===== config.mk =====
export PLATFORM = sky130hd
export DESIGN_NAME = display_timing
export DESIGN_NICKNAME = d
export VERILOG_FILES = /design/src/common/fb_pkg.sv /design/src/display_timing.sv
export SDC_FILE = /design/constraint.sdc
export NUM_CORES = 1
export LEC_CHECK = 0
export ABC_AREA = 0
export BUFFER_PORTS_ARGS = -buffer_cell sky130_fd_sc_hd__buf_2
export CORE_ASPECT_RATIO = 1.75
export CORE_MARGIN = 8
export CORE_UTILIZATION = 44
export CTS_CLUSTER_SIZE = 16
export DETAILED_ROUTE_END_ITERATION = 10
export PLACE_DENSITY = 0.66
export RECOVER_POWER = 100
export SYNTH_ARGS = -nofsm -noshare
export SYNTH_HDL_FRONTEND = slang
export SYNTH_SLANG_ARGS = --single-unit

===== constraint.sdc =====
create_clock -name clk_pix -period 2.55 [get_ports clk_pix]
set_input_delay 0.51 -clock clk_pix [delete_from_list [all_inputs] [get_ports clk_pix]]
set_output_delay 0.51 -clock clk_pix [all_outputs]
set_load 0.03 [all_outputs]

===== src/common/fb_pkg.sv =====
// ~~~~~~~~~~~~~~~~~~~~~~~~~~~~~~~~~~~~~~~~~~~~~~~~~~~~~~~~~~~~~~~~~~~~~
// framebuffer display package: 640x480 geometry, 160x120 framebuffer,
// 16-colour palette widths and the position / SDL pixel structs
// ~~~~~~~~~~~~~~~~~~~~~~~~~~~~~~~~~~~~~~~~~~~~~~~~~~~~~~~~~~~~~~~~~~~~~

`default_nettype none

package fb_pkg;

    // display geometry, signed so blanking sits at negative coords
    localparam int CORDW = 16;     // coordinate width
    localparam int H_STA = -160;   // horizontal start incl. blanking
    localparam int H_END = 639;    // last active column
    localparam int V_STA = -45;    // vertical start incl. blanking
    localparam int V_END = 479;    // last active line

    // framebuffer
    localparam int FB_WIDTH  = 160;
    localparam int FB_HEIGHT = 120;
    localparam int FB_PIXELS = FB_WIDTH * FB_HEIGHT;  // 19200
    localparam int FB_ADDRW  = $clog2(FB_PIXELS);     // 15 bits

    // colour
    localparam int CHANW = 4;          // bits per channel
    localparam int COLRW = 3 * CHANW;  // 12-bit rgb
    localparam int CIDXW = 4;          // 16 palette entries

    // address flag -> bram -> clut
    localparam int READ_LAT = 3;

    typedef logic signed [CORDW-1:0] coord_t;
    typedef logic [FB_ADDRW-1:0]     fb_addr_t;
    typedef logic [CIDXW-1:0]        cidx_t;
    typedef logic [COLRW-1:0]        colr_t;
    typedef logic [2*CHANW-1:0]      chan8_t;  // widened output channel

    localparam colr_t BG_COLR = 12'h137;  // outside the framebuffer area

    // beam position, 34 bits
    typedef struct packed {
        coord_t sx;
        coord_t sy;
        logic   de;     // active area
        logic   frame;  // first cycle of frame
    } disp_pos_t;

    // sdl style output pixel, 58 bits
    typedef struct packed {
        disp_pos_t pos;
        chan8_t    r;
        chan8_t    g;
        chan8_t    b;
    } sdl_pix_t;

endpackage

`default_nettype wire


===== src/display_timing.sv =====
// ~~~~~~~~~~~~~~~~~~~~~~~~~~~~~~~~~~~~~~~~~~~~~~~~~~~~~~~~~~~~~~~~~~~~~
// 640x480 display timing: signed beam position, data enable and
// start-of-frame pulse
// ~~~~~~~~~~~~~~~~~~~~~~~~~~~~~~~~~~~~~~~~~~~~~~~~~~~~~~~~~~~~~~~~~~~~~

`timescale 1ns/1ps
`default_nettype none

module display_timing import fb_pkg::*; (
    input  wire logic clk_pix,   // pixel clock
    input  wire logic reset,     // sync, active high
    output disp_pos_t pos        // position, de, frame
);

    coord_t sx;  // horizontal counter
    coord_t sy;  // vertical counter

    // one pixel per cycle, line wrap advances sy
    always_ff @(posedge clk_pix) begin
        if (reset) begin
            sx <= coord_t'(H_STA);
            sy <= coord_t'(V_STA);
        end else begin
            if (sx == H_END) begin  // end of line
                sx <= coord_t'(H_STA);
                if (sy == V_END) begin  // end of screen
                    sy <= coord_t'(V_STA);
                end else begin
                    sy <= sy + coord_t'(1);
                end
            end else begin
                sx <= sx + coord_t'(1);
            end
        end
    end

    // flags straight from the counters
    always_comb begin
        pos.sx    = sx;
        pos.sy    = sy;
        pos.de    = (sx >= 0 && sy >= 0);              // active area only
        pos.frame = (sx == H_STA && sy == V_STA);      // top-left of blanking
    end

    // counter never leaves the line range, wrap must catch H_END
    a_sx_range: assert property (@(posedge clk_pix) disable iff (reset)
        (sx >= H_STA && sx <= H_END))
        else $error("display_timing: sx out of range %0d", sx);

endmodule

`default_nettype wire


Word-level counts from Yosys, hierarchy flattened
Cells that the tools add are included.

Register bits: 32. Input port bits: 2. Output and inout bits: 34. Logic and storage cells: 14.

$add $sub $neg: 2. Order comparisons: 2. Eq/ne operators: 4. Muxes and demuxes: 1. Reduce and logical (&&, ||, !) cells: 3.

Operators with widths (count): adder 16 x 2 -> 16 bit (second input constant) (2); greater-or-equal comparator 16 x 1 -> 1 bit (second input constant) (2); == test 16 x 10 -> 1 bit (second input constant) (1); == test 16 x 11 -> 1 bit (second input constant) (1); == test 16 x 7 -> 1 bit (second input constant) (1); == test 16 x 9 -> 1 bit (second input constant) (1); 2-to-1 mux 16 bit (1); logical AND 1 bit (2); OR reduction 2 bit (1).

Depth between registers and ports, before layout
Depth after elaboration: 2. Gate-level depth with buffers: 7. Depth with buffers taken out: 5.

Least setup slack after synthesis
OpenSTA, ideal clock, no wires.

Path kind: register -> output. Start point: reg sy[6]. End point: out pos[0] (netlist name). Arrival time: 2327 ps. Data required time: 2040 ps. Path slack: -287 ps. Cell stages (with the launch flop): 4. Path through: dfxtp_1 -> nand3_1 -> or4_1 -> nor4_1.

RTL lines: start: declaration (RTL line display_timing.sv:16) `coord_t sy;`; start signal: assignment (RTL line display_timing.sv:22) `sy <= coord_t'(V_STA);`; start signal: assignment (RTL line display_timing.sv:27) `sy <= coord_t'(V_STA);`; start signal: assignment (RTL line display_timing.sv:29) `sy <= sy + coord_t'(1);`; end: declaration (RTL line display_timing.sv:12) `output disp_pos_t pos`.

==> flow_metrics.env <==
export IMPL_hold_ws_ps=495
export IMPL_seqCellArea_um2=643
export IMPL_syn_to_final_growth_pct=17.5
export IMPL_syn_area_mm2=0.00174
export IMPL_rr_startpoint="sy[1]"
export IMPL_critical_path_class="reg -> out"
export IMPL_grt_pass1_wl_um=8110
export IMPL_die_h_um=99.2
export IMPL_cts_sinks=32
export IMPL_reg2reg_depth=5
export IMPL_crit_fanout=6
export IMPL_worst_endpoint_required_ps=2040
export IMPL_finalInstanceArea_mm2=0.00205
export IMPL_post_route_util_pct=53.4
export IMPL_hold_viol=0
export IMPL_fin_setup_tns_ps=0
export IMPL_layout_setup_ws_ps=89.8
export IMPL_cts_max_level=2
export IMPL_power_density_mw_per_mm2=491
export IMPL_cts_buffer_depth=2
export IMPL_critPathTopFamily="simple AND/OR/NAND/NOR gates"
export IMPL_core_area_mm2=0.00383
export IMPL_fin_cells=301
export IMPL_status="completed"
export IMPL_cts_clk_slew_worst_paths_ps=70
export IMPL_initial_utilization_pct=45.5
export IMPL_wl_per_cell_um=15.8
export IMPL_cts_hold_buf=0
export IMPL_post_cts_setup_buffers=0
export IMPL_crit_start="sy[5]"
export IMPL_clk_latency_ps=290
export IMPL_critical_path_endpoint="pos[0]"
export IMPL_fillers=412
export IMPL_slew_violations=0
export IMPL_fmax_mhz=406
export IMPL_max_slew_worst_pin_slew_ps=613
export IMPL_slew_headroom_pct=58.8
export IMPL_rsz0062_at_grt="no"
export IMPL_synth_area_per_cell_um2=8.14
export IMPL_routed_via_count=1754
export IMPL_synth_nets=220
export IMPL_io_pins=36
export IMPL_min_path_cells=1
export IMPL_period_minus_slack_ps=2460
export IMPL_peakVddDrop_uv=353
export IMPL_ys_warn_count=0
export IMPL_cts_tree="done"
export IMPL_cpMaxStageDelayCell="or4_1"
export IMPL_dieWidth_um=63.6
export IMPL_hold_path_class="reg -> reg"
export IMPL_cts_root_buf="clkbuf_8"
export IMPL_cp_depth=4
export IMPL_antenna_found_initial=0
export IMPL_multiInputGateArea_mm2=0.00103
export IMPL_fin_nets=259
export IMPL_port_buffers=35
export IMPL_skew_ps=6.15
export IMPL_end_kind="primary output"
export IMPL_synth_ff_latch_count=32
export IMPL_dpl_hpwl_um=3590
export IMPL_numCtsBuffers=5
export IMPL_p_leak_nw=0.800
export IMPL_placementRows=30
export IMPL_wl_um=4770
export IMPL_routed_via_density=5.83
export IMPL_cp_slowest_stage_delay_ps=530
export IMPL_r2r_end="sy[5]"
export IMPL_drv_cap=0
export IMPL_postRouteAntennaNets=0
export IMPL_setup_violations_final=0
export IMPL_cp_arrival_ps=1950
export IMPL_ys_types=40
export IMPL_grt_start_max_net_pins=26
export IMPL_grt_pass1_vias=1766
export IMPL_power_mw=1.00
export IMPL_pre_cts_ws_ps=310
export IMPL_gp_congestion=0.926
export IMPL_drt_initial_drc_count=63
export IMPL_grt_overflow=0
export IMPL_crit_buf_inv=1
export IMPL_die_area_mm2=0.00631
export IMPL_dp_cells=294
export IMPL_r2r_slack_ps=430
export IMPL_period_share_pct=96.5
export IMPL_ys_seq_area_share_pct=36.8
export IMPL_n_antenna_cell=0
export IMPL_grt_total_usage_pct=15.6
export IMPL_synthCells=214
export IMPL_drive_gt1_share_pct=8.30
export IMPL_critical_path_cell_chain="nand2b_2 -> or4_1 -> nor4_2 -> buf_2"
export IMPL_drc=0
export IMPL_dr_pass1_iters=4
export IMPL_dpl_cell_area_mm2=0.00199
export IMPL_cp_start_kind="flop"
per-layer routing:
| metal | wire length (µm) | global-route usage (%) | part of all wire (%) |
|---|---|---|---|
| met4 | 102 | 7.25 | 2.1 |
| met2 | 2460 | 28.5 | 52 |
| met3 | 200 | 4.28 | 4.2 |
| met5 | 0 | 0 | 0 |
| met1 | 2000 | 15.8 | 42 |
placed cells by master (no fill, tap or decap), drive strengths merged, types with 2 or more instances in the layout:
master | Yosys | final
a32oi | 6 | 6
o2111ai | 2 | 2
ha | 4 | 4
and4 | 3 | 3
a21oi | 2 | 2
nand4 | 9 | 9
nor4 | 14 | 14
buf | 0 | 6
or4 | 3 | 3
clkbuf | 9 | 42
nor2b | 5 | 5
o21ai | 5 | 5
o211ai | 7 | 7
dfxtp | 32 | 32
nand3 | 10 | 10
nand2 | 20 | 20
a31oi | 2 | 2
and2 | 2 | 2
xnor2 | 6 | 6
nor2 | 22 | 22
inv | 12 | 12
and3 | 2 | 2
xor2 | 5 | 5
nor3 | 12 | 12
or3 | 4 | 4
mux2i | 4 | 4
what timing repair did:
item                                   CTS  global route
endpoints found under the hold margin    0             0
setup endpoints to repair                1             1
gates cloned                             0             0
resized for setup                        1             3
sequential cells by signal, summed over array words and instances (netlist names):
name	cells
sx	16
sy	16
report_power, final:
part	switching (mW)	internal, mW	total (mW)
registers	0.00838	0.505	0.514
clock network	0.189	0.240	0.429
logic	0.0425	0.0184	0.0610
total	0.240	0.764	1.00
synthesized netlist by cell type:
master      n  area share [%]
or4_1       1            0.43
xor2_1      5             2.5
o21ai_0     5             1.4
dfxtp_1    32              37
o2111ai_1   2             1.0
and3_1      2            0.72
xnor2_1     6             3.0
nand3_1    10             2.9
ha_1        4             2.9
a22oi_1     1            0.43
nor4b_1     1            0.50
and4_1      3             1.5
nor2b_1     5             1.8
nor3_1     12             3.4
a32o_1      1            0.57
nor4_1     13             4.7
a211o_1     1            0.50
nor4_4      1             1.2
nand4_1     9             3.2
clkbuf_1    8             1.7
or4b_1      1            0.57
a21o_1      1            0.43
a32oi_1     6             3.0
or2_2       1            0.36
or4_4       2             1.3
nor2_1     22             4.7
a21oi_1     2            0.57
nand4b_1    1            0.50
a41o_1      1            0.57
mux2i_1     4             2.3
inv_1      12             2.6
nand3b_1    1            0.43
clkbuf_2    1            0.29
and3b_1     1            0.50
or3_1       4             1.4
and2_1      2            0.72
o211ai_1    7             3.0
nand2b_1    1            0.36
nand2_1    20             4.3
a31oi_1     2            0.72
logic make-up after synthesis:
| kind of cell | Yosys count | share of synthesized area (%) |
|---|---|---|
| AND/OR/NAND/NOR | 113 | 35.6 |
| flip-flops | 32 | 36.8 |
| AO/OA/AOI/OAI | 29 | 12.3 |
| buffers and inverters | 21 | 4.60 |
| XOR/XNOR | 11 | 5.53 |
| multiplexers | 4 | 2.30 |
| adder cells (fa/ha/maj) | 4 | 2.87 |
how the worst min path moves through the flow:
stage,from,to
global placement,sx[0],sx[0]
detailed placement,sx[0],sx[0]
CTS,sx[0],sx[0]
global route,sx[0],sx[0]
floorplan,sx[0],sx[0]
finish,sx[0],sx[0]
area by class of cell:
cell class / count / share of cell area, %
multi-input combinational: 161 / 50.3
clock buffer: 7 / 4.71
timing repair buffer: 41 / 8.38
tap: 48 / 2.94
sequential: 32 / 31.4
inverter: 12 / 2.20
No activity file was read; power rests on OpenSTA's default activity.
