## src/common/fb_pkg.sv

```systemverilog
// ~~~~~~~~~~~~~~~~~~~~~~~~~~~~~~~~~~~~~~~~~~~~~~~~~~~~~~~~~~~~~~~~~~~~~
// framebuffer display package: 640x480 geometry, 160x120 framebuffer,
// 16-colour palette widths and the position / SDL pixel structs
// ~~~~~~~~~~~~~~~~~~~~~~~~~~~~~~~~~~~~~~~~~~~~~~~~~~~~~~~~~~~~~~~~~~~~~

`default_nettype none

package fb_pkg;

    // display geometry, signed so blanking sits at negative coords
    localparam int CORDW = 16;     // coordinate width
    localparam int H_STA = -160;   // horizontal start incl. blanking
    localparam int H_END = 639;    // last active column
    localparam int V_STA = -45;    // vertical start incl. blanking
    localparam int V_END = 479;    // last active line

    // framebuffer
    localparam int FB_WIDTH  = 160;
    localparam int FB_HEIGHT = 120;
    localparam int FB_PIXELS = FB_WIDTH * FB_HEIGHT;  // 19200
    localparam int FB_ADDRW  = $clog2(FB_PIXELS);     // 15 bits

    // colour
    localparam int CHANW = 4;          // bits per channel
    localparam int COLRW = 3 * CHANW;  // 12-bit rgb
    localparam int CIDXW = 4;          // 16 palette entries

    // address flag -> bram -> clut
    localparam int READ_LAT = 3;

    typedef logic signed [CORDW-1:0] coord_t;
    typedef logic [FB_ADDRW-1:0]     fb_addr_t;
    typedef logic [CIDXW-1:0]        cidx_t;
    typedef logic [COLRW-1:0]        colr_t;
    typedef logic [2*CHANW-1:0]      chan8_t;  // widened output channel

    localparam colr_t BG_COLR = 12'h137;  // outside the framebuffer area

    // beam position, 34 bits
    typedef struct packed {
        coord_t sx;
        coord_t sy;
        logic   de;     // active area
        logic   frame;  // first cycle of frame
    } disp_pos_t;

    // sdl style output pixel, 58 bits
    typedef struct packed {
        disp_pos_t pos;
        chan8_t    r;
        chan8_t    g;
        chan8_t    b;
    } sdl_pix_t;

endpackage

`default_nettype wire

```

## src/pixel_out.sv

```systemverilog
// ~~~~~~~~~~~~~~~~~~~~~~~~~~~~~~~~~~~~~~~~~~~~~~~~~~~~~~~~~~~~~~~~~~~~~
// output stage: paints framebuffer, background or black, widens to
// 8-bit channels and registers the SDL pixel stream
// ~~~~~~~~~~~~~~~~~~~~~~~~~~~~~~~~~~~~~~~~~~~~~~~~~~~~~~~~~~~~~~~~~~~~~

`timescale 1ns/1ps
`default_nettype none

module pixel_out import fb_pkg::*; (
    input  wire logic      clk_pix,   // pixel clock
    input  wire logic      reset,     // sync, active high
    input  wire disp_pos_t pos,       // current beam position
    input  wire colr_t     colr,      // palette colour for pos
    output sdl_pix_t       sdl        // registered pixel stream
);

    logic  paint_area;  // inside the 160x120 image
    colr_t paint;       // colour before blanking
    colr_t disp;        // final 12-bit colour

    always_comb begin
        paint_area = (pos.sy >= 0 && pos.sy < FB_HEIGHT
                      && pos.sx >= 0 && pos.sx < FB_WIDTH);
        paint = paint_area ? colr : BG_COLR;
        disp  = pos.de ? paint : '0;  // black in blanking
    end

    // 4 -> 8 bits by repeating the nibble
    always_ff @(posedge clk_pix) begin
        sdl.pos.sx <= pos.sx;
        sdl.pos.sy <= pos.sy;
        if (reset) begin
            sdl.pos.de    <= 1'b0;
            sdl.pos.frame <= 1'b0;
            sdl.r         <= '0;
            sdl.g         <= '0;
            sdl.b         <= '0;
        end else begin
            sdl.pos.de    <= pos.de;
            sdl.pos.frame <= pos.frame;
            sdl.r <= {2{disp[3*CHANW-1 -: CHANW]}};
            sdl.g <= {2{disp[2*CHANW-1 -: CHANW]}};
            sdl.b <= {2{disp[CHANW-1 -: CHANW]}};
        end
    end

endmodule

`default_nettype wire

```

## config.mk

```make
export PLATFORM = sky130hd
export DESIGN_NAME = pixel_out
export DESIGN_NICKNAME = d
export VERILOG_FILES = /design/src/common/fb_pkg.sv /design/src/pixel_out.sv
export SDC_FILE = /design/constraint.sdc
export NUM_CORES = 1
export LEC_CHECK = 0
export ABC_AREA = 1
export BUFFER_PORTS_ARGS = -buffer_cell sky130_fd_sc_hd__buf_2
export CORE_MARGIN = 2
export CORE_UTILIZATION = 36
export DETAILED_ROUTE_END_ITERATION = 16
export PLACE_DENSITY = 0.73
export SYNTH_ARGS = -nofsm -noshare
export SYNTH_HDL_FRONTEND = slang
export SYNTH_SLANG_ARGS = --single-unit
```

## constraint.sdc

```tcl
create_clock -name clk_pix -period 1.3 [get_ports clk_pix]
set_clock_uncertainty 0.05 [all_clocks]
set_input_delay 0.195 -clock clk_pix [delete_from_list [all_inputs] [get_ports clk_pix]]
set_output_delay 0.195 -clock clk_pix [all_outputs]
set_load 0.02 [all_outputs]
```

# After elaboration in Yosys (flattened, before gate mapping)
# Index checks and enable logic that the tools add are counted.
[word_totals]
ff_bits = 58
latchBits = 0
ramBits = 0
mem_bits_ro = 0
inputBits = 48
output_inout_bits = 58
mem_count = 0
[op_classes]
addsub = 0
n_mul = 0
div_mod_pow = 0
order_cmp = 4
eq_ne = 0
shifts = 0
mux = 2
n_bitwise = 0
n_reduce_logical = 3
[ops]
columns = ["op", "n"]
rows = [
  ["16-bit by 1-bit greater-or-equal comparator with 1-bit output (second input constant)", 2],
  ["12-bit 2-to-1 mux", 2],
  ["16-bit by 8-bit < comparator with 1-bit output (second input constant)", 1],
  ["16-bit by 9-bit < comparator with 1-bit output (second input constant)", 1],
  ["1-bit logical AND", 3],
]

# Depth between registers and ports, before layout
[depth]
word_depth = 6
depth_mapped = 7

# Worst setup path after synthesis
# OpenSTA, ideal clock, no wires.
[synth_path]
path_kind = "input -> register"
start = "in pos[15] (netlist bit)"
end = "reg sdl[11] (netlist bit)"
setup_time_ns = 0.064
arrival_time_ns = 0.885
t_required_ns = 1.186
path_slack_ns = 0.301
stages = 6
cell_sequence = "or2_1 nor2_1 nand2_1 nor2_4 nand2_4 nor2_1"
[synth_between]
elab_chain_cells = 6
elab_cells_between_ends = 7
[synth_lines]
columns = ["item", "line_no", "rtl"]
rows = [
  ["start: declaration", "pixel_out.sv:12", "input wire disp_pos_t pos,"],
  ["16-bit by 1-bit greater-or-equal comparator with 1-bit output / 16-bit by 8-bit < comparator with 1-bit output (equally long branches)", "pixel_out.sv:22", "paint_area = (pos.sy >= 0 && pos.sy < FB_HEIGHT"],
  ["1-bit logical AND (*)", "pixel_out.sv:22", ""],
  ["1-bit logical AND (*) (2 in series)", "pixel_out.sv:23", "&& pos.sx >= 0 && pos.sx < FB_WIDTH);"],
  ["12-bit 2-to-1 mux (*)", "pixel_out.sv:24", "paint = paint_area ? colr : BG_COLR;"],
  ["12-bit 2-to-1 mux (*)", "pixel_out.sv:25", "disp = pos.de ? paint : '0;"],
  ["end: declaration", "pixel_out.sv:14", "output sdl_pix_t sdl"],
]
# Every way passes the cells marked *; elsewhere a longest branch is shown, timed or not.
# A chain may end at the register's enable or synchronous reset.

# Worst setup path after layout
[layout_path]
start = "in reset"
end = "reg sdl[24] (netlist bit)"
[layout_rtl]
columns = ["item", "line_no", "rtl"]
rows = [
  ["start: declaration", "pixel_out.sv:11", "input wire logic reset,"],
]
# No word-level cell between the ends.

==> impl_results.md <==
- Number of vias per cell after detailed routing: 3.95
- Die Footprint: 3920 um2
- Number of levels the H-tree was split into: 2
- Clock transition at the registers of the reported paths: 0.12 ns
- Avg Synthesized Cell Area: 11.2 um2
- HP Class: in2reg
- Final count of negative-setup-slack endpoints: 0
- Routed WL: 3050 um
- Status: finished clean
- Delay-heaviest family, CP: buffers and inverters
- Highest attainable clock frequency: 819 MHz
- Portion of the post-synthesis area used by sequential elements: 0.746
- Largest net degree at the start of global routing: 16
- Power Internal: 2.27 mW
- Area Growth Syn to Fin: 83.1%
- Flops & latches, synth: 46
- Maximum capacitance violations: 0
- Largest register FFs: 46
- Netlist cell types: 12
- Switching Fraction: 0.222
- Syn nets: 158
- Number of buffers added by the clock tree synthesis step: 5
- Critical Path Fanout Max: 2
- TritonCTS Sinks: 46
- Slew at the pin closest to its max-slew limit: 0.303 ns
- Ports placed on the boundary: 106
- Regs by FF count: sdl (46)
- Portion of total power attributed to sequential cells: 0.513
- Vias: 1153
- Total congestion overflow: 0
- Router iterations before antenna repair: 4
- Largest area contributor in the netlist: sky130_fd_sc_hd__dfxtp_1
- Fraction of the core area covered by cells at the end of the flow: 0.683
- Setup slack of the critical path after layout: 0.0790 ns
- Data arrival at the endpoint of the critical path: 1.47 ns
- Hold endpoint: sdl[30]$_DFF_P_
- HPWL after DPL: 2060 um
- Count of inserted antenna diode cells: 0
- Vertical extent of the die: 62.6 um
- Slowest library cell on the worst path: sky130_fd_sc_hd__dlygate4sd3_1
- Critical path class: in2reg
- Number of pins exceeding their max-slew limit in the final report: 0
- Switching component of the power: 645 uW
- Multi-input gate area: 191 um2
- Data required time at the worst endpoint: 1.55 ns
- Part of the cycle the worst path needs: 0.939
- WP buf/inv: 3
- Worst hold path cell count: 1
- Startpoint class of the critical path: input pin
- Total global routing track utilization: 0.173
- Post-CTS Setup Bufs: 0
- Filler instances: 275
- Via count of the first global-routing pass: 1187
- Row count: 21
- Clk buf depth: 2
- Launch point of the worst hold path: pos[6]
- Post-synth top area share: 0.746
- Placer's final routability congestion estimate: 0.623
- Proportion of layout cells with a drive suffix above 1: 0.472
- Clock network power share: 0.358
- Critical path's largest stage delay: 0.53 ns
- Detailed router's first-iteration violation count: 48
- Clock tree from TritonCTS: done
- Starting utilization of the core area: 0.373
- CP dominant cell by count: sky130_fd_sc_hd__dlygate4sd3_1
- Max-slew headroom at the worst pin: 0.797
- Sequence of cells on the critical path: dlygate4sd3_1 > buf_2 > nor2_1 > dlygate4sd3_1
- Number of I/O port buffers: 105
- Antenna viol nets, final: 0
- Number of design rule violations left after detail routing: 0
- Root Buffer Master: sky130_fd_sc_hd__clkbuf_4
- Cells after Synth: 110
- Areal power density over the cells: 1290 nW/um2
- Post-synth design cell area: 1230 um2
- Placeable core area: 3310 um2
- Final Hold Violating Endpoints: 0
- Combinational share of power: 0.129
- Endpoint class of the critical path: flop
- Highest ir drop seen on vdd: 0.000775 V
- Number of nets in the layout: 293
- Die boundary width: 62.6 um
- Register bank with the most flops: sdl
- Avg WL per Cell: 10.4 um
- Worst hold slack across all endpoints: 0.00376 ns
- Leak: 1.23 nW
- Pre-CTS setup slack: 0.0817 ns
- Top post-synthesis cells by area: sky130_fd_sc_hd__dfxtp_1, sky130_fd_sc_hd__buf_4, sky130_fd_sc_hd__inv_1
- Global-route wire length before repair: 5110 um
- Final critical-path required period: 1.22 ns
- Combined flip-flop and latch cell area: 921 um2
- Number of antenna violations at the first check in global routing: 0
- Count of warnings emitted by yosys: 0
==> cell usage after synthesis, drive strengths merged <==
library cell,n
dfxtp,46
inv,17
nor2,17
buf,12
nand2,8
a21oi,6
nand3,1
nor3,1
o21ai,1
or2,1
==> stage by stage <==
| step | total power [mW] | cells | instance area [um2] | TNS, ns |
|---|---|---|---|---|
| floorplan | 1.67 | 110 | 1230 | 0 |
| global placement | 1.80 | 249 | 1730 | 0 |
| detailed placement | 1.81 | 249 | 1730 | 0 |
| CTS | 2.93 | 297 | 2230 | 0 |
| global route | 3.05 | 292 | 2260 | -0.00668 |
| finish | 2.91 | 292 | 2260 | 0 |
==> worst max path at each step <==
stage | startpoint | to | slack, ns | cells after the start
floorplan | pos[15] | sdl[11]$_SDFF_PP0_ | 0.30 | 6
global route | pos[7] | sdl[19]$_SDFF_PP0_ | -0.007 | 8
detailed placement | pos[15] | sdl[19]$_SDFF_PP0_ | 0.08 | 7
CTS | pos[31] | sdl[19]$_SDFF_PP0_ | 0.001 | 9
finish | reset | sdl[24]$_SDFF_PP0_ | 0.08 | 4
global placement | pos[15] | sdl[19]$_SDFF_PP0_ | 0.1 | 7
==> routing by layer <==
| metal | share of wire | up-vias | wire [um] | track usage |
|---|---|---|---|---|
| met1 | 0.34 | 503 | 1030 | 0.155 |
| li1 | - | 584 | - | - |
| met5 | 0 | - | 0 | 0 |
| met3 | 0.094 | 6 | 285 | 0.0721 |
| met4 | 0.018 | 0 | 56 | 0.0750 |
| met2 | 0.55 | 60 | 1670 | 0.332 |
==> cells in the final DEF, fill, tap and decap left out, drive strengths merged <==
master	count
nor2	17
a21oi	6
o21ai	1
buf	98
nor3	1
or2	1
clkbuf	5
inv	17
nand3	1
dlymetal6s4s	4
dlygate4sd3	38
nand2	8
dfxtp	46
bufinv	2
clkinv	1
==> power by group through the flow <==
stage	sequential [mW]	combinational, mW	clock [mW]
6_report	1.49	0.376	1.04
5_1_grt	1.50	0.409	1.14
4_1_cts	1.49	0.371	1.07
3_5_place_dp	1.53	0.280	0
3_3_place_gp	1.52	0.280	0
2_1_floorplan	1.61	0.0540	0
==> timing repair <==
action,4_1_cts,5_1_grt
setup endpoints to repair,0,12
gates resized for setup,0,14
endpoints found under the hold margin,39,2
hold buffers,40,2
==> cell families after synthesis <==
kind of cell,count (synthesis),share of synthesized area
flip-flops,46,0.746
buffers and inverters,29,0.125
AND/OR/NAND/NOR,28,0.101
AO/OA/AOI/OAI,7,0.0284
==> final cells by class <==
cell class | instances | area share
well taps | 46 | 0.0255
repair buffers | 140 | 0.407
multi-input cells | 35 | 0.0847
inverters | 17 | 0.0282
clock inverters | 3 | 0.0304
flip-flops and latches | 46 | 0.407
clock buffers | 5 | 0.0166
No activity file was read; power rests on OpenSTA's default activity.
