$ cat config.mk
export PLATFORM = sky130hd
export DESIGN_NAME = clut
export DESIGN_NICKNAME = d
export VERILOG_FILES = /design/src/common/fb_pkg.sv /design/src/clut.sv
export SDC_FILE = /design/constraint.sdc
export NUM_CORES = 1
export LEC_CHECK = 0
export ABC_AREA = 1
export BUFFER_PORTS_ARGS = -buffer_cell sky130_fd_sc_hd__buf_2
export CAP_MARGIN = 20
export CORE_UTILIZATION = 30
export CTS_CLUSTER_DIAMETER = 40
export DETAILED_ROUTE_END_ITERATION = 8
export SYNTH_ARGS = -nofsm -noshare
export SYNTH_HDL_FRONTEND = slang
export SYNTH_SLANG_ARGS = --single-unit
$ cat constraint.sdc
create_clock -name clk_pix -period 1.3 [get_ports clk_pix]
set_input_delay 0.065 -clock clk_pix [delete_from_list [all_inputs] [get_ports clk_pix]]
set_output_delay 0.065 -clock clk_pix [all_outputs]
set_load 0.1 [all_outputs]
$ cat src/common/fb_pkg.sv
// ~~~~~~~~~~~~~~~~~~~~~~~~~~~~~~~~~~~~~~~~~~~~~~~~~~~~~~~~~~~~~~~~~~~~~
// framebuffer display package: 640x480 geometry, 160x120 framebuffer,
// 16-colour palette widths and the position / SDL pixel structs
// ~~~~~~~~~~~~~~~~~~~~~~~~~~~~~~~~~~~~~~~~~~~~~~~~~~~~~~~~~~~~~~~~~~~~~

`default_nettype none

package fb_pkg;

    // display geometry, signed so blanking sits at negative coords
    localparam int CORDW = 16;     // coordinate width
    localparam int H_STA = -160;   // horizontal start incl. blanking
    localparam int H_END = 639;    // last active column
    localparam int V_STA = -45;    // vertical start incl. blanking
    localparam int V_END = 479;    // last active line

    // framebuffer
    localparam int FB_WIDTH  = 160;
    localparam int FB_HEIGHT = 120;
    localparam int FB_PIXELS = FB_WIDTH * FB_HEIGHT;  // 19200
    localparam int FB_ADDRW  = $clog2(FB_PIXELS);     // 15 bits

    // colour
    localparam int CHANW = 4;          // bits per channel
    localparam int COLRW = 3 * CHANW;  // 12-bit rgb
    localparam int CIDXW = 4;          // 16 palette entries

    // address flag -> bram -> clut
    localparam int READ_LAT = 3;

    typedef logic signed [CORDW-1:0] coord_t;
    typedef logic [FB_ADDRW-1:0]     fb_addr_t;
    typedef logic [CIDXW-1:0]        cidx_t;
    typedef logic [COLRW-1:0]        colr_t;
    typedef logic [2*CHANW-1:0]      chan8_t;  // widened output channel

    localparam colr_t BG_COLR = 12'h137;  // outside the framebuffer area

    // beam position, 34 bits
    typedef struct packed {
        coord_t sx;
        coord_t sy;
        logic   de;     // active area
        logic   frame;  // first cycle of frame
    } disp_pos_t;

    // sdl style output pixel, 58 bits
    typedef struct packed {
        disp_pos_t pos;
        chan8_t    r;
        chan8_t    g;
        chan8_t    b;
    } sdl_pix_t;

endpackage

`default_nettype wire

$ cat src/clut.sv
// ~~~~~~~~~~~~~~~~~~~~~~~~~~~~~~~~~~~~~~~~~~~~~~~~~~~~~~~~~~~~~~~~~~~~~
// colour lookup table, 16 x 12-bit rgb with registered read
// ~~~~~~~~~~~~~~~~~~~~~~~~~~~~~~~~~~~~~~~~~~~~~~~~~~~~~~~~~~~~~~~~~~~~~

`timescale 1ns/1ps
`default_nettype none

module clut import fb_pkg::*; (
    input  wire logic  clk_pix,   // pixel clock
    input  wire logic  we,        // palette write strobe
    input  wire cidx_t widx,      // entry to write
    input  wire colr_t wcolr,     // new rgb
    input  wire cidx_t cidx,      // lookup index from framebuffer
    output colr_t      colr       // rgb, one cycle later
);

    colr_t pal [2**CIDXW];                // palette storage
    logic [2**CIDXW-1:0] written = '0;    // entries loaded so far

    always_ff @(posedge clk_pix) begin
        if (we) begin
            pal[widx] <= wcolr;
        end
        colr <= pal[cidx];  // read old value on same-entry write
    end

    // track which entries have been written
    always_ff @(posedge clk_pix) begin
        if (we) begin
            written <= written | ((2**CIDXW)'(1) << widx);
        end
    end

    // full palette and a clean index give a clean colour next cycle
    a_colr_known: assert property (@(posedge clk_pix)
        (&written && !$isunknown(cidx)) |=> !$isunknown(colr))
        else $error("clut: unknown colour from loaded palette");

endmodule

`default_nettype wire

; Word-level counts from Yosys, hierarchy flattened
; Memories as Yosys holds them, arrays and structs flattened. A register that Yosys moved wholly into a read port is not among the register bits.
; Index checks and enable logic that the tools add are counted.
[totals]
regBits = 0
latchBits = 0
ram_bits = 192
mem_bits_ro = 0
out_inout_bits = 12
word_cells = 3
memories = 1
[op_classes]
n_addsub = 0
n_mul = 0
div_mod_pow = 0
magnitude_cmp = 0
n_eq_ne = 0
n_shift = 0
muxes = 2
n_bitwise = 0
n_reduce_logical = 0
[mem_list]
columns = memory, depth, word_bits, rd, rd_clocked_by_memory_dff, wr, line_no
row1 = pal, 16, 12, 1, 1, 1, clut.sv:17  ; colr_t pal [2**CIDXW];
[op_table]
columns = cell, n
row1 = two-way mux 1 bit, 2

; Longest topological paths before layout
; Gate-level depths: netlist of run 1.
[depth]
depth_word = 2
ltp_mapped = 9
ltp_nobuf = 7

; Worst setup path after synthesis of run 1
; Ideal clock, no wire load.
[synth_timing]
path_type = input-to-reg
startpoint = in widx[2]
endpoint = mem pal[10][0] (netlist bit), enable pin
t_arrival_ns = 0.811
required_ns = 0.920
path_slack_ns = 0.109
cell_stages = 2
n_path_buf = 0
cell_sequence = nand3b_1 nor2_1
[synth_rtl]
columns = item, line_no
row1 = from (decl), clut.sv:11  ; input wire cidx_t widx,
row2 = to (decl), clut.sv:17
; Straight into the memory's write port.

; Final worst setup path of run 1
[layout_timing]
startpoint = reg colr[4], read port of pal
endpoint = out colr[4]
[layout_rtl]
columns = item, line_no
row1 = from (decl), clut.sv:14  ; output colr_t colr
; No word-level cell between the ends.

==> key figures, run 1 <==
Power and ir drop
  • Peak VDD IR: 0.971 mV
  • Leak pwr: 4.50 nW
  • Pwr/cell area: 1550 nW/µm²
  • Internal cell power: 0.0126 W
  • Switching portion of total power: 23.0%
  • Net switching power of the design: 0.00376 W
  • Comb power frac: 7.9%
  • Clock share of power: 46.9%
  • Flop pwr share: 45.3%

Detailed routing
  • M1 WL: 9610 µm
  • Avg Vias per Cell: 4.47
  • Final wirelength: 21,200 µm
  • Initial DRC Count: 436
  • Met3 wire length: 1420 µm
  • Drt drc: 0
  • Top Metal Used: met5
  • Vias: 5,751
  • Routed Antenna Nets: 0
  • DR WL met2: 9510 µm
  • TritonRoute pass-1 iters: 4
  • DR WL/cell: 16.5 µm

STA
  • Post-Route Setup TNS: 0 ns
  • Final setup viols: 0
  • Final critical-path required period: 1.27 ns
  • Max Freq: 786 MHz
  • Final Hold Violating Endpoints: 0
  • Max Slew Vio Count: 0
  • Max-slew headroom: 73.4%
  • RSZ-0062 raised after global routing: false
  • Worst Setup Slack, final: 0.0284 ns
  • Fin Hold WS: 0.0398 ns
  • Worst-margin pin slew: 0.398 ns
  • Worst Skew: 0.00553 ns
  • Final cycle utilization of the critical path: 97.8%

Yosys
  • Syn Nets: 835
  • Synthesized area per cell: 10.5 µm²
  • Yosys warns: 0
  • Synth Instances: 813
  • Top cells by count, synth: nand2_1, edfxtp_1, inv_1
  • Distinct cells, synth: 13
  • Syn Std Cell Area: 8560 µm²
  • EDFF count, synth: 192
  • Top cell type by total area after synthesis: edfxtp_1
  • Asr flop ratio synth: 0%
  • Leading post-synthesis cells by cell area: edfxtp_1, nand2_1, nand3_1
  • Synth Register Bits: 204
  • Yosys top cell area share: 67.3%
  • Sequential share of the synthesized area: 70.1%
  • Top FF cell, synth: edfxtp_1
  • Most frequent cell after synthesis: nand2_1

Layout
  • Layout Area Growth over Synthesis: 23.6%
  • N_diodes: 0
  • Post-layout util: 37.9%
  • Nets: 909
  • FILL cells: 2,732
  • Layout cell share with drive strength beyond 1: 13.0%
  • Reg area: 6010 µm²
  • Multi-input gate area: 1770 µm²

CTS
  • Worst skew pair latency: 0.52 ns
  • Clock tree buffer depth: 3
  • Post-CTS setup buffer count: 0
  • CTS Buf Count: 28
  • CTS Root Cell: clkbuf_16
  • Total clock sinks: 204
  • H-tree depth: 1
  • CTS tree: built
  • Reg clk slew, reported paths: 0.06 ns

Global routing
  • Gr ovfl total: 0
  • Vias in the first global route: 5,521
  • Antenna violations before repair: 1
  • Largest net degree at the start of global routing: 81
  • Total Routing Usage GR: 15.1%
  • First-pass GRT wire length: 32,700 µm

Floorplan
  • Initial core utilization: 30.7%
  • Die height: 171 µm
  • CORE AREA: 27,900 µm²
  • Die area: 29,200 µm²
  • Ports: 34
  • Die Wd: 171 µm
  • Site row count: 61

Setup path
  • Arr. time, crit path: 1.21 ns
  • Critical Path RT: 1.24 ns
  • CP cell instances: buf_4
  • Buf/Inv on CP: 1
  • Crit path max-delay cell type: dfxtp_1
  • CP delay by family, top: flip-flops
  • Startpoint Class: flip-flop
  • Reg-to-reg endpoint: colr[1]$_DFF_P_
  • R2r startpoint: pal[15][1]$_DFFE_PP_
  • Crit. End Element: output port
  • Max incr delay on CP: 0.37 ns
  • Crit-path max FO: 1
  • Setup CP Type: reg -> out
  • Worst-case reg-to-reg path depth: 6
  • Reg2reg setup slack: 0.31 ns

Min path
  • Worst Hold Class: in -> reg
  • Hold Crit Start: cidx[3]
  • Worst Hold Depth: 5
  • Hold Path Sink: colr[9]$_DFF_P_

Placement
  • Routability cong.: 0.770
  • Quantity of I/O buffers inserted on ports: 33
  • HPWL after DPL: 12,300 µm
  • Pre-CTS setup slack: 0.116 ns

Outcome
  • Status: complete, no violations

Job
  • Max cap viols: 0
through the flow:
stage | instance area, µm² | power, W | instances
floorplan | 8560 | 0.00834 | 813
global placement | 9450 | 0.00877 | 1223
detailed placement | 9450 | 0.00878 | 1223
CTS | 10600 | 0.0165 | 1287
global route | 10600 | 0.0169 | 1287
finish | 10600 | 0.0164 | 1287
power by group through the flow:
stage | Sequential, W | Combinational, W | Clock (W)
final | 0.00742 | 0.00129 | 0.00768
after global routing | 0.00743 | 0.00140 | 0.00807
after CTS | 0.00742 | 0.00130 | 0.00780
after detailed placement | 0.00755 | 0.00123 | 0
after global placement | 0.00755 | 0.00122 | 0
after floorplan | 0.00784 | 0.000497 | 0
placed cells by master (no fill, tap or decap):
master / instances
nand2_1: 257
edfxtp_1: 192
inv_1: 149
nand3_1: 145
buf_4: 30
clkbuf_16: 29
buf_2: 21
nor2_1: 17
buf_12: 16
dlygate4sd3_1: 12
dfxtp_1: 11
clkbuf_1: 5
clkbuf_8: 4
clkinv_2: 4
bufinv_16: 3
nand3b_1: 2
inv_6: 2
clkinv_4: 2
clkinvlp_4: 2
buf_6: 2
inv_2: 1
clkinv_1: 1
dfxtp_2: 1
buf_8: 1
cell type report:
class / count / share of cell area (%)
Clock inverter: 14 / 1.55
Inverter: 150 / 5.32
Sequential cell: 204 / 56.8
Clock buffer: 38 / 7.55
Timing Repair Buffer: 82 / 7.64
Tap cell: 378 / 4.47
Multi-Input combinational cell: 421 / 16.7
worst max path at each step:
stage	from	endpoint	slack (ns)	cells after the start
after detailed placement	cidx[0]	colr[1]$_DFF_P_	0.12	7
after CTS	colr[1]$_DFF_P_	colr[1]	0.01	1
after global placement	cidx[0]	colr[1]$_DFF_P_	0.11	7
after floorplan	widx[2]	pal[10][0]$_DFFE_PP_	0.11	2
final	colr[4]$_DFF_P_	colr[4]	0.03	1
after global routing	colr[3]$_DFF_P_	colr[3]	0.004	1
kinds of logic after synthesis:
| kind of cell | Yosys count | synth area share, % |
|---|---|---|
| simple gates | 421 | 20.7 |
| flops | 204 | 70.1 |
| buf+inv | 188 | 9.19 |
timing repair:
action	CTS	global route
cloned	0	0
hold endpoints to repair	192	0
setup endpoints to repair	12	1
hold buffers	12	0
gates resized for setup	16	1
state kept, by name, indices dropped and copies added (netlist names):
signal	flops
pal	192
colr	12
per-layer routing:
metal / vias to the layer above / global-route usage, %
li1: 2779 / -
met1: 2745 / 20.3
met2: 175 / 23.8
met3: 50 / 3.47
met4: 2 / 5.09
met5: - / 0
Power figures use the tool's default switching activity.
==> inputs of run 2 (changes only) <==
--- a/config.mk
+++ b/config.mk
@@ -5,7 +5,6 @@
 export SDC_FILE = /design/constraint.sdc
 export NUM_CORES = 1
 export LEC_CHECK = 0
-export ABC_AREA = 1
 export BUFFER_PORTS_ARGS = -buffer_cell sky130_fd_sc_hd__buf_2
 export CAP_MARGIN = 20
 export CORE_UTILIZATION = 30
==> run 2 against run 1 <==
  * Via count decreased by 37%
  * Non-clock buffer count fell by 3
  * Fmax rose by 0.41%
  * Synthesized cell count shrank 60%
  * Clock skew increased by 0.0065 ns
  * Sequential power barely moved
  * Die area decreased by 11%
==> key figures, run 2 <==
Outcome
  • Status: complete, no violations

Global routing
  • First-pass GRT wire length: 24,700 µm (-24%)
  • Antenna violations before repair: 0 (-1)
  • M2 GR Usage: 21.0% (-2.8 points)
  • Met3 Track Usage GR: 2.49% (-0.98 points)
  • Busiest layer in global routing: met2
  • Gr ovfl total: 0 (unchanged)
  • Vias in the first global route: 3,873 (-30%)
  • Total Routing Usage GR: 12.9% (-2.1 points)
  • Largest net degree at the start of global routing: 23 (-72%)
  • Met1 Usage GRT: 17.7% (-2.6 points)

Layout
  • Largest regs: pal: 192 flops, colr: 12 flops
  • Commonest non-fill, non-tap cell in the layout: edfxtp_1
  • Layout Area Growth over Synthesis: 26.7%
  • Reg with most FFs: pal
  • Most frequent cells in the layout: edfxtp_1, mux4_2, buf_4, clkbuf_16, buf_2
  • Layout cell share with drive strength beyond 1: 36.1% (+23 points)
  • N_diodes: 0 (unchanged)
  • FILL cells: 2,185 (-20%)
  • Nets: 445 (-51%)
  • Finished Layout Cells: 765 (-41%)
  • Max reg flops: 192 (unchanged)
  • Post-layout util: 39.1% (+1.2 points)

CTS
  • Total clock sinks: 204 (unchanged)
  • H-tree depth: 1 (unchanged)
  • Reg clk slew, reported paths: 0.06 ns (about the same)
  • Post-CTS setup buffer count: 0 (unchanged)
  • CTS Root Cell: clkbuf_16
  • Worst skew pair latency: 0.51 ns (about the same)
  • CTS Buf Count: 27 (-3.6%)
  • Clock tree buffer depth: 3 (unchanged)
  • CTS tree: built

STA
  • Final cycle utilization of the critical path: 97.4% (-0.40 points)
  • Final setup viols: 0 (unchanged)
  • Max Slew Vio Count: 0 (unchanged)
  • RSZ-0062 raised after global routing: true
  • Worst Setup Slack, final: 0.0336 ns (+0.00521 ns)
  • Max-slew headroom: 45.0% (-28 points)
  • Final Hold Violating Endpoints: 0 (unchanged)
  • Max Freq: 790 MHz (+0.41%)
  • Final critical-path required period: 1.27 ns (-0.00521 ns)
  • Worst Skew: 0.0120 ns (+0.00646 ns)
  • Worst-margin pin slew: 0.823 ns (+0.424 ns)

Setup path
  • Startpoint Class: flip-flop
  • CP cell instances: mux4_2, a22oi_1, nand2_1
  • Arr. time, crit path: 1.66 ns (+0.45 ns)
  • Setup CP Type: reg -> reg
  • Crit-path max FO: 1 (unchanged)
  • Crit path max-delay cell type: mux4_2
  • Max incr delay on CP: 0.48 ns (+0.11 ns)
  • Critical Path RT: 1.69 ns (+0.45 ns)
  • Crit. End Element: flip-flop

Detailed routing
  • Avg Vias per Cell: 4.76 (+6.6%)
  • Routed Antenna Nets: 0 (unchanged)
  • DR WL/cell: 21.2 µm (+28%)
  • Vias: 3,643 (-37%)
  • Drt drc: 0 (unchanged)
  • Initial DRC Count: 290 (-33%)
  • Final wirelength: 16,200 µm (-24%)
  • TritonRoute pass-1 iters: 4 (unchanged)

Floorplan
  • Die Wd: 161 µm (-5.7%)
  • Site row count: 57 (-6.6%)
  • Die area: 26,000 µm² (-11%)
  • Die height: 161 µm (-5.7%)
  • CORE AREA: 24,600 µm² (-12%)
  • Initial core utilization: 30.9% (+0.24 points)
  • Ports: 34 (unchanged)

Yosys
  • Syn Std Cell Area: 7600 µm² (-11%)
  • Sequential share of the synthesized area: 79.0% (+8.9 points)
  • Asr flop ratio synth: 0% (unchanged)
  • Top cell type by total area after synthesis: edfxtp_1
  • Top FF cell, synth: edfxtp_1
  • Synth Instances: 329 (-60%)
  • Leading post-synthesis cells by cell area: edfxtp_1, mux4_2, mux4_1
  • Distinct cells, synth: 18 (+5)
  • Synth Register Bits: 204 (unchanged)
  • Synthesized area per cell: 23.1 µm² (+120%)
  • Syn Nets: 351 (-58%)
  • Top cells by count, synth: edfxtp_1, mux4_2, a22oi_1
  • Most frequent cell after synthesis: edfxtp_1
  • EDFF count, synth: 192 (unchanged)
  • Yosys warns: 0 (unchanged)
  • Yosys top cell area share: 75.9% (+8.5 points)

Placement
  • Placed cell count: 706 (-42%)
  • Routability cong.: 0.731 (-5.0%)
  • Quantity of I/O buffers inserted on ports: 33 (unchanged)
  • Pre-CTS setup slack: -0.187 ns (-0.304 ns)
  • HPWL after DPL: 9900 µm (-20%)

Min path
  • Worst Hold Class: in -> reg

Power and ir drop
  • Leak pwr: 3.20 nW (-29%)
  • Pwr/cell area: 1630 nW/µm² (+5.3%)
  • Peak VDD IR: 0.853 mV (-12%)

Job
  • Max cap viols: 0 (unchanged)
## run 2: changes by cell type after synthesis, moves of 15 or more
cell / delta
mux4_2: +33
buf_2: -15
nand3_1: -144
a22oi_1: +24
nand2_1: -244
mux4_1: +15
inv_1: -149
## run 2: worst paths after layout
path / endpoint / slack, ns / startpoint / depth (start not counted)
worst max-delay path: colr[3]$_DFF_P_ / 0.03 / pal[11][3]$_DFFE_PP_ / 3
worst max register to register: colr[3]$_DFF_P_ / 0.03 / pal[11][3]$_DFFE_PP_ / 3
worst min-delay path: colr[1]$_DFF_P_ / 0.07 / cidx[1] / 4
worst min register to register: colr[1]$_DFF_P_ / 0.67 / pal[14][1]$_DFFE_PP_ / 3
## run 2: repair_timing
action	CTS	global route
setup endpoints to repair	12	8
hold endpoints to repair	192	0
hold buffers	12	0
pin swaps	0	2
resized for setup	12	10
## run 2: cells by family after synthesis
group / after synthesis / share of synthesized area (%)
buffers and inverters: 14 / 1.30
muxes: 48 / 15.0
DFF: 204 / 79.0
and+or+nand+nor: 39 / 2.34
AOI/OAI and AO/OA: 24 / 2.37
## run 2: power by group
part | internal (W) | total, W | switching [W]
clock network | 0.00437 | 0.00721 | 0.00284
logic | 0.000378 | 0.00109 | 0.000708
registers | 0.00735 | 0.00740 | 0.0000461
total | 0.0121 | 0.0157 | 0.00359
## run 2: metrics by stage
step                      setup TNS (ns)  total power [W]  hold WS [ns]  instance area, µm²
after global routing             -0.0623           0.0162        0.0911                9630
after global placement             -4.44          0.00855         0.431                8570
after floorplan                    -5.73          0.00821         0.164                7630
after CTS                              0           0.0159        0.0663                9610
final                                  0           0.0157        0.0724                9630
after detailed placement           -5.24          0.00857         0.453                8570
## run 2: layer usage
| layer | part of all wire (%) | routed length (µm) |
|---|---|---|
| met4 | 1.9 | 308 |
| met3 | 10 | 1640 |
| met2 | 49 | 7880 |
| met5 | 0 | 0 |
| met1 | 39 | 6350 |
## run 2: final cells by class
cell class                 instances  area, µm²  share of cell area [%]
clock inverter                    17        200                    2.08
sequential                       204       6010                    62.4
multi-input combinational        111       1540                    16.0
timing repair buffer              79        783                    8.14
tap                              324        405                    4.21
clock buffer                      30        697                    7.24
## run 2: critical path, delay by kind of cell, from the launching register on
kind            cells  cell delay [ns]
simple gates        1             0.08
mux                 1             0.48
compound gates      1             0.24
flops               1             0.35
